File: src/logic/sdram_pkg.sv
package sdram_pkg;

  // SDRAM command encoding as {ras_n, cas_n, we_n}
  typedef enum logic [2:0] {
    NOP   = 3'b111,
    ACTV  = 3'b011,  // open a row
    READ  = 3'b101,
    WRITE = 3'b100,
    PRCH  = 3'b010,  // close a row
    ARSR  = 3'b001   // auto refresh
  } sdram_cmd_t;

  typedef logic [25:0] word_addr_t;
  typedef logic [11:0] row_t;
  typedef logic [1:0]  bank_t;
  typedef logic [11:0] col_t;
  typedef logic [13:0] page_t;       // {row, bank}
  typedef logic [12:0] sdram_addr_t;

  // request address fields
  localparam int ROW_MSB  = 25;
  localparam int ROW_LSB  = 14;
  localparam int BANK_MSB = 13;
  localparam int BANK_LSB = 12;
  localparam int COL_MSB  = 11;
  localparam int COL_LSB  = 0;

  localparam sdram_addr_t PRCH_ALL_ADDR = 13'h0400;  // A10 high, all banks

  function automatic page_t addr_page(word_addr_t addr);
    return addr[ROW_MSB:BANK_LSB];
  endfunction

  function automatic row_t addr_row(word_addr_t addr);
    return addr[ROW_MSB:ROW_LSB];
  endfunction

  function automatic bank_t addr_bank(word_addr_t addr);
    return addr[BANK_MSB:BANK_LSB];
  endfunction

  function automatic col_t addr_col(word_addr_t addr);
    return addr[COL_MSB:COL_LSB];
  endfunction

  // row drives the bus as is during ACTV
  function automatic sdram_addr_t row_to_addr(row_t row);
    return {1'b0, row};
  endfunction

  // column skips A10, which would request auto precharge
  function automatic sdram_addr_t col_to_addr(col_t col);
    return {col[11:10], 1'b0, col[9:0]};
  endfunction

endpackage
File: src/logic/sdram_ctrl_top.sv
`timescale 1ns/1ps

module sdram_ctrl_top import sdram_pkg::*; #(
  parameter int T_RCD            = 3,
  parameter int T_RP             = 3,
  parameter int T_RFC            = 9,
  parameter int T_RW             = 2,
  parameter int T_WR             = 2,
  parameter int REFRESH_INTERVAL = 400
) (
  input  logic        CLK,
  input  logic        RST,

  input  word_addr_t  rand_addr,
  input  logic        rand_we,
  input  logic        rand_req,
  output logic        rand_grant,

  input  word_addr_t  bulk_addr,
  input  logic        bulk_we,
  input  logic        bulk_req,
  output logic        bulk_grant,

  output sdram_cmd_t  sdram_cmd,
  output bank_t       sdram_bank,
  output sdram_addr_t sdram_addr
);

  logic       refresh_due;
  logic       refresh_ack;
  logic       cmd_ready;
  logic       prch_ready;
  logic       issue;
  sdram_cmd_t issued_cmd;

  refresh_timer #(
    .REFRESH_INTERVAL (REFRESH_INTERVAL)
  ) u_refresh_timer (
    .CLK         (CLK),
    .RST         (RST),
    .refresh_ack (refresh_ack),
    .refresh_due (refresh_due)
  );

  bank_timing #(
    .T_RCD (T_RCD),
    .T_RP  (T_RP),
    .T_RFC (T_RFC),
    .T_RW  (T_RW),
    .T_WR  (T_WR)
  ) u_bank_timing (
    .CLK        (CLK),
    .RST        (RST),
    .issue      (issue),
    .issued_cmd (issued_cmd),
    .cmd_ready  (cmd_ready),
    .prch_ready (prch_ready)
  );

  command_scheduler u_command_scheduler (
    .CLK         (CLK),
    .RST         (RST),
    .rand_addr   (rand_addr),
    .rand_we     (rand_we),
    .rand_req    (rand_req),
    .rand_grant  (rand_grant),
    .bulk_addr   (bulk_addr),
    .bulk_we     (bulk_we),
    .bulk_req    (bulk_req),
    .bulk_grant  (bulk_grant),
    .refresh_due (refresh_due),
    .refresh_ack (refresh_ack),
    .cmd_ready   (cmd_ready),
    .prch_ready  (prch_ready),
    .issue       (issue),
    .issued_cmd  (issued_cmd),
    .sdram_cmd   (sdram_cmd),
    .sdram_bank  (sdram_bank),
    .sdram_addr  (sdram_addr)
  );

endmodule

File: src/logic/command_scheduler.sv
`timescale 1ns/1ps

module command_scheduler import sdram_pkg::*; (
  input  logic        CLK,
  input  logic        RST,

  input  word_addr_t  rand_addr,
  input  logic        rand_we,
  input  logic        rand_req,
  output logic        rand_grant,

  input  word_addr_t  bulk_addr,
  input  logic        bulk_we,
  input  logic        bulk_req,
  output logic        bulk_grant,

  input  logic        refresh_due,
  output logic        refresh_ack,

  input  logic        cmd_ready,
  input  logic        prch_ready,
  output logic        issue,
  output sdram_cmd_t  issued_cmd,

  output sdram_cmd_t  sdram_cmd,
  output bank_t       sdram_bank,
  output sdram_addr_t sdram_addr
);

  logic        req_any;
  word_addr_t  sel_addr;
  logic        sel_we;
  page_t       sel_page;
  logic        page_hit;
  logic        is_rw;

  logic        page_open;
  page_t       open_page;

  sdram_cmd_t  next_cmd;
  bank_t       next_bank;
  sdram_addr_t next_addr;

  // bulk port always wins
  assign req_any  = bulk_req | rand_req;
  assign sel_addr = bulk_req ? bulk_addr : rand_addr;
  assign sel_we   = bulk_req ? bulk_we : rand_we;
  assign sel_page = addr_page(sel_addr);
  assign page_hit = page_open && (sel_page == open_page);

  // command choice, refresh first
  always_comb
  begin
    next_cmd = NOP;
    if (refresh_due)
    begin
      if (page_open)
      begin
        if (prch_ready)
          next_cmd = PRCH;  // close page before refresh
      end
      else
      begin
        next_cmd = ARSR;
      end
    end
    else if (req_any)
    begin
      if (page_hit)
        next_cmd = sel_we ? WRITE : READ;
      else if (page_open)
      begin
        if (prch_ready)
          next_cmd = PRCH;  // miss, other page open
      end
      else
      begin
        next_cmd = ACTV;
      end
    end
  end

  assign is_rw = (next_cmd == READ) || (next_cmd == WRITE);

  always_comb
  begin
    next_bank = addr_bank(sel_addr);
    next_addr = PRCH_ALL_ADDR;
    case (next_cmd)
      ACTV:
        next_addr = row_to_addr(addr_row(sel_addr));
      READ, WRITE:
        next_addr = col_to_addr(addr_col(sel_addr));
      default:
      begin
        next_bank = open_page[1:0];  // precharge all, bank unused
        next_addr = PRCH_ALL_ADDR;
      end
    endcase
  end

  assign issue       = cmd_ready && (next_cmd != NOP);
  assign issued_cmd  = next_cmd;
  assign refresh_ack = issue && (next_cmd == ARSR);

  // command, grants and page state
  always_ff @(posedge CLK)
  begin
    if (!RST)
    begin
      sdram_cmd  <= NOP;
      rand_grant <= 1'b0;
      bulk_grant <= 1'b0;
      page_open  <= 1'b0;
    end
    else
    begin
      sdram_cmd  <= issue ? next_cmd : NOP;
      bulk_grant <= issue && is_rw && bulk_req;
      rand_grant <= issue && is_rw && !bulk_req;

      if (issue && next_cmd == ACTV)
        page_open <= 1'b1;
      else if (issue && next_cmd == PRCH)
        page_open <= 1'b0;
    end
  end

  // payload, only meaningful with a command
  always_ff @(posedge CLK)
  begin
    if (issue)
    begin
      sdram_bank <= next_bank;
      sdram_addr <= next_addr;
      if (next_cmd == ACTV)
        open_page <= sel_page;
    end
  end

endmodule

File: src/logic/bank_timing.sv
`timescale 1ns/1ps

module bank_timing import sdram_pkg::*; #(
  parameter int T_RCD = 3,
  parameter int T_RP  = 3,
  parameter int T_RFC = 9,
  parameter int T_RW  = 2,
  parameter int T_WR  = 2
) (
  input  logic       CLK,
  input  logic       RST,
  input  logic       issue,
  input  sdram_cmd_t issued_cmd,
  output logic       cmd_ready,
  output logic       prch_ready
);

  // wide enough for any single gap
  localparam int CNT_W = $clog2(T_RCD + T_RP + T_RFC + T_RW + T_WR + 1);

  logic [CNT_W-1:0] gap;
  logic [CNT_W-1:0] gap_cnt;  // general command spacing
  logic [CNT_W-1:0] wr_cnt;   // write recovery before PRCH

  always_comb
  begin
    case (issued_cmd)
      ACTV:        gap = CNT_W'(T_RCD);
      PRCH:        gap = CNT_W'(T_RP);
      ARSR:        gap = CNT_W'(T_RFC);
      READ, WRITE: gap = CNT_W'(T_RW);
      default:     gap = '0;
    endcase
  end

  // counters load at the edge where the command is registered,
  // so zero is reached gap cycles after it shows on the bus
  always_ff @(posedge CLK)
  begin
    if (!RST)
    begin
      gap_cnt <= '0;
      wr_cnt  <= '0;
    end
    else
    begin
      if (issue)
        gap_cnt <= gap;
      else if (gap_cnt != '0)
        gap_cnt <= gap_cnt - 1'b1;

      if (issue && issued_cmd == WRITE)
        wr_cnt <= CNT_W'(T_RW + T_WR);
      else if (wr_cnt != '0)
        wr_cnt <= wr_cnt - 1'b1;
    end
  end

  assign cmd_ready  = (gap_cnt == '0);
  assign prch_ready = (wr_cnt == '0);  // no write recovery pending

endmodule

File: src/logic/refresh_timer.sv
`timescale 1ns/1ps

module refresh_timer #(
  parameter int REFRESH_INTERVAL = 400
) (
  input  logic CLK,
  input  logic RST,
  input  logic refresh_ack,
  output logic refresh_due
);

  localparam int CNT_W = $clog2(REFRESH_INTERVAL + 1);

  logic [CNT_W-1:0] count;

  // count saturates at the interval and waits there for the ack
  always_ff @(posedge CLK)
  begin
    if (!RST)
    begin
      count       <= '0;
      refresh_due <= 1'b0;
    end
    else if (refresh_ack)
    begin
      count       <= '0;  // new interval starts with the ARSR
      refresh_due <= 1'b0;
    end
    else if (count == CNT_W'(REFRESH_INTERVAL))
    begin
      refresh_due <= 1'b1;
    end
    else
    begin
      count <= count + 1'b1;
    end
  end

endmodule

File: config.mk
export PLATFORM = sky130hd
export DESIGN_NAME = sdram_ctrl_top
export DESIGN_NICKNAME = d
export VERILOG_FILES = /design/src/logic/sdram_pkg.sv /design/src/logic/sdram_ctrl_top.sv /design/src/logic/command_scheduler.sv /design/src/logic/bank_timing.sv /design/src/logic/refresh_timer.sv
export SDC_FILE = /design/constraint.sdc
export NUM_CORES = 1
export LEC_CHECK = 0
export BUFFER_PORTS_ARGS = -buffer_cell sky130_fd_sc_hd__buf_4
export CAP_MARGIN = 20
export CORE_ASPECT_RATIO = 1.2
export CORE_UTILIZATION = 54
export CTS_BUF_LIST = sky130_fd_sc_hd__clkbuf_4 sky130_fd_sc_hd__clkbuf_8
export CTS_CLUSTER_SIZE = 30
export DETAILED_ROUTE_END_ITERATION = 7
export PLACE_DENSITY = 0.86
export SLEW_MARGIN = 20
export SYNTH_ARGS = -nofsm -noshare
export SYNTH_HDL_FRONTEND = slang
export SYNTH_SLANG_ARGS = --single-unit
File: constraint.sdc
create_clock -name CLK -period 3.5 [get_ports CLK]
set_input_delay 0.7 -clock CLK [delete_from_list [all_inputs] [get_ports CLK]]
set_output_delay 0.7 -clock CLK [all_outputs]
set_load 0.01 [all_outputs]
==> metrics list <==
- Placement Rows: 28
- In this run the standard cell core region covers a little under 0.005 mm2.
- Clock insertion delay at the later pin of the skew report: between 0.3 and 0.4 ns
- Horizontal extent of the die: between 60 and 70 um
- Launch point of the worst reg-to-reg path: u_command_scheduler.page_open
- After the last flow step, the layout net total stands at 400.
- Predominant post-synthesis flop cell: sky130_fd_sc_hd__edfxtp_1
- The completed layout was analyzed and its total power is 2.13 mW.
* Final hold vios: 0
- Result of the run: finished clean
- Unrepaired setup endpoints after global routing: no
* Clock skew: 0.0118 ns
* Worst hold path stage count: 2
* Wire length of the first global-routing pass: just over 9000 um
* Number of slew-limit violations in the final report: 0
* Maximum net fanout on the critical path: 20
- In this run the count of I/O pins placed on the die edge is 78.
- met2 is the most crowded layer.
- Most frequent cell after synthesis: sky130_fd_sc_hd__edfxtp_1
- Number of fillers in the final layout: 342
- Detailed Route WL: roughly 6000 um
- Global routing used 40.9% of the available met2 tracks.
- Vias per Instance: 5.47
- Global router's overall resource usage: 22.8%
- VDD sags by at most 0.392 mV.
- Placed cell areas: 0.00341 mm2
- Data arrival at the endpoint of the critical path: 3.06 ns
* Post-Place Worst Slack: 0.152 ns
* Violation count after the first detailed-routing iteration: 135
* Root Buffer: sky130_fd_sc_hd__clkbuf_8
- Hold path startpoint: u_bank_timing.wr_cnt[4]
- Cell depth of the worst flop-to-flop path: 6
- Classification of the worst setup path: in -> reg
- Final worst path period need: between 3 and 4 ns
- The number of different library cells used by synthesis comes to 47.
* Met3 usage in global routing: under 10%
* Dominant cell type by area after synthesis: sky130_fd_sc_hd__edfxtp_1
* Max Cap Violations: 0
- Leading post-synthesis cells by cell area: sky130_fd_sc_hd__edfxtp_1 31%, sky130_fd_sc_hd__dfxtp_1 19%, sky130_fd_sc_hd__mux2i_1 8.6%
* Met1 GRT Util: about a quarter
* Total setup violations reported at the end of the flow: 0
* Async S/R FF share, synth: 0%
- Counting instances in the post-synthesis netlist gives the leading cell types as 29 x sky130_fd_sc_hd__edfxtp_1, 26 x sky130_fd_sc_hd__dfxtp_1, 25 x sky130_fd_sc_hd__nor2_1, 24 x sky130_fd_sc_hd__mux2i_1, 21 x sky130_fd_sc_hd__inv_1.
- Type of the worst min-delay path: reg -> reg
* Cell count after synthesis: 257
* Layout cell share with drive strength beyond 1: 32.0%
- Slew at the pin closest to its max-slew limit: 0.997 ns
- Worst min-delay path endpoint: u_bank_timing.wr_cnt[4]
- Before antenna repair, the detailed router went through 5 iterations.
- The worst register-to-register path ends at u_command_scheduler.sdram_bank[0].
- Entering global routing, the biggest net connects 21 pins.
* Placer Congestion: 0.926
* Leakage power figure: around 1.5 nW
- Antenna cell count: 0
- TritonCTS built the clock tree.
* Buffer levels on the longest clock path: 2
* Max transition margin: between 30% and 40%
- Share of the synthesized area in the top cell type: 31.3%
* Internal reg-to-reg setup slack: 1.13 ns
* Maximum clock frequency: 333 MHz
* Average size of a mapped cell: 10.8 um2
* Area added between synthesis and finish: 26.1%
- Port buffer count: 77
* Detailed-route via count: 2170
- In this run the vertical extent of the chip is a little over 80 um.
* Endpoint kind of the worst setup timing path: flip-flop
* Layout Utilization: 71.1%
- Number of storage elements in the synthesis netlist: 55
* Routed wirelength normalized by instance count: 15.2 um
* Clock transition at the registers of the reported paths: 0.09 ns
- Initial antenna violation count: 0
* Endpoint required time on the critical path: around 3.6 ns
- The worst setup path is launched from an input port.
* CTS resizes: 0
- The tree built by TritonCTS fans out to 55 sinks.
- Vias in the first global route: between 2k and 2.5k
- The initial utilization of the core area, before any placement, comes to between 50 and 60%.
* Setup Total Neg Slack: 0 ns
- For this run, the register share of the synthesized area comes to 50.0%.
- After routing the design area is roughly 0.0035 mm2.
- The number of nets handed over by synthesis was 320.
* Number of clock buffers inserted by TritonCTS: 5
- Summed over all layers, the global routing overflow is 0.
- The H-tree was split into 2 levels.
- Smallest setup slack after layout: 0.494 ns
* Count of warnings emitted by yosys: 0
* Power per cell area: 607 mW/mm2
* Post-DP HPWL: 4580 um
- After detailed routing, the number of remaining DRC violations is 0.
- Number of nets with antenna violations after routing: 0
- # Post-CTS Setup Buffers: 0
* Number of enable flip-flop cells after synthesis: 29
* Count of hold buffers inserted by post-cts repair: 0
* Mapped Area: 0.00279 mm2
- In the finished design, the share of the clock period the worst path needs comes to 85.9%.
- The die covers 0.00545 mm2.
## critical path: stages
cell and delay [ns]:
sky130_fd_sc_hd__buf_4 0.30, sky130_fd_sc_hd__mux2_2 0.42, sky130_fd_sc_hd__xor2_1 0.16, sky130_fd_sc_hd__nor4_2 0.35, sky130_fd_sc_hd__nand4_2 0.21, sky130_fd_sc_hd__or3_4 0.48, sky130_fd_sc_hd__nand2_2 0.12, sky130_fd_sc_hd__mux2_1 0.32
## worst max-delay path by stage
stage               cells past startpoint  slack, ns     start                                end
global placement                        8       0.23  bulk_req  u_command_scheduler.sdram_bank[1]
global route                            9       0.36  bulk_req  u_command_scheduler.sdram_bank[0]
detailed placement                      8       0.15  bulk_req  u_command_scheduler.sdram_bank[0]
CTS                                     8       0.46  bulk_req  u_command_scheduler.sdram_bank[0]
finish                                  8       0.49  bulk_req  u_command_scheduler.sdram_bank[0]
floorplan                               9       0.43  bulk_req  u_command_scheduler.sdram_addr[0]
## per-layer routing
layer	wire [um]	share of wire, %
met5	0	0
met4	80	1.3
met3	495	8.2
met2	3050	51
met1	2410	40
## stage by stage
step / hold slack (ns) / std cells
floorplan: 0.452 / 257
global placement: 0.469 / 390
finish: 0.498 / 397
detailed placement: 0.480 / 390
CTS: 0.494 / 397
global route: 0.525 / 397
## sequential cells by signal, summed over array words and instances (netlist names)
| register | flops |
|---|---|
| u_command_scheduler.sdram_addr | 13 |
| u_refresh_timer.refresh_due | 1 |
| u_bank_timing.gap_cnt | 5 |
| u_command_scheduler.sdram_bank | 2 |
| u_command_scheduler.bulk_grant | 1 |
| u_command_scheduler.sdram_cmd | 3 |
| u_refresh_timer.count | 9 |
| u_command_scheduler.rand_grant | 1 |
| u_command_scheduler.open_page | 14 |
| u_command_scheduler.page_open | 1 |
| u_bank_timing.wr_cnt | 5 |
## power breakdown
group,leakage (nW),switching (mW),internal [mW]
registers,0.482,0.0882,0.886
logic,0.980,0.403,0.347
clock network,0.0502,0.199,0.209
total,1.51,0.690,1.44
## cells in the final DEF, fill, tap and decap left out, types with 2 or more instances in the layout
cell | netlist | final
sky130_fd_sc_hd__a21oi_1 | 3 | 3
sky130_fd_sc_hd__and3_1 | 2 | 2
sky130_fd_sc_hd__buf_4 | 0 | 85
sky130_fd_sc_hd__clkbuf_8 | 0 | 5
sky130_fd_sc_hd__dfxtp_1 | 26 | 26
sky130_fd_sc_hd__edfxtp_1 | 29 | 29
sky130_fd_sc_hd__ha_1 | 5 | 5
sky130_fd_sc_hd__inv_1 | 21 | 21
sky130_fd_sc_hd__mux2_1 | 2 | 2
sky130_fd_sc_hd__mux2_2 | 2 | 2
sky130_fd_sc_hd__mux2i_1 | 24 | 24
sky130_fd_sc_hd__mux2i_2 | 3 | 3
sky130_fd_sc_hd__nand2_1 | 16 | 16
sky130_fd_sc_hd__nand3_1 | 10 | 10
sky130_fd_sc_hd__nor2_1 | 25 | 25
sky130_fd_sc_hd__nor3_1 | 8 | 8
sky130_fd_sc_hd__nor4_1 | 2 | 2
sky130_fd_sc_hd__nor4_2 | 2 | 2
sky130_fd_sc_hd__o21a_1 | 2 | 2
sky130_fd_sc_hd__o21ai_0 | 4 | 4
sky130_fd_sc_hd__o22ai_1 | 11 | 11
sky130_fd_sc_hd__or3_1 | 4 | 4
sky130_fd_sc_hd__xnor2_1 | 16 | 16
sky130_fd_sc_hd__xor2_1 | 6 | 6
## logic make-up after synthesis
logic type | Yosys count | synth area share (%)
and+or+nand+nor | 81 | 15.1
DFF | 55 | 50.0
buffers and inverters | 33 | 6.11
muxes | 31 | 11.7
AOI/OAI and AO/OA | 30 | 7.95
xor gates and xnor gates | 22 | 6.92
adders and majority gates | 5 | 2.25
## area by class of cell
cell class / instances / area (um2) / share of cell area (%)
flip-flops and latches: 55 / 1390 / 39.6
clock inverters: 2 / 37.5 / 1.07
inverters: 21 / 78.8 / 2.24
repair buffers: 85 / 638 / 18.2
multi-input cells: 169 / 1220 / 34.8
well taps: 60 / 75.1 / 2.14
clock buffers: 5 / 68.8 / 1.96
No activity file was read; power rests on OpenSTA's default activity.
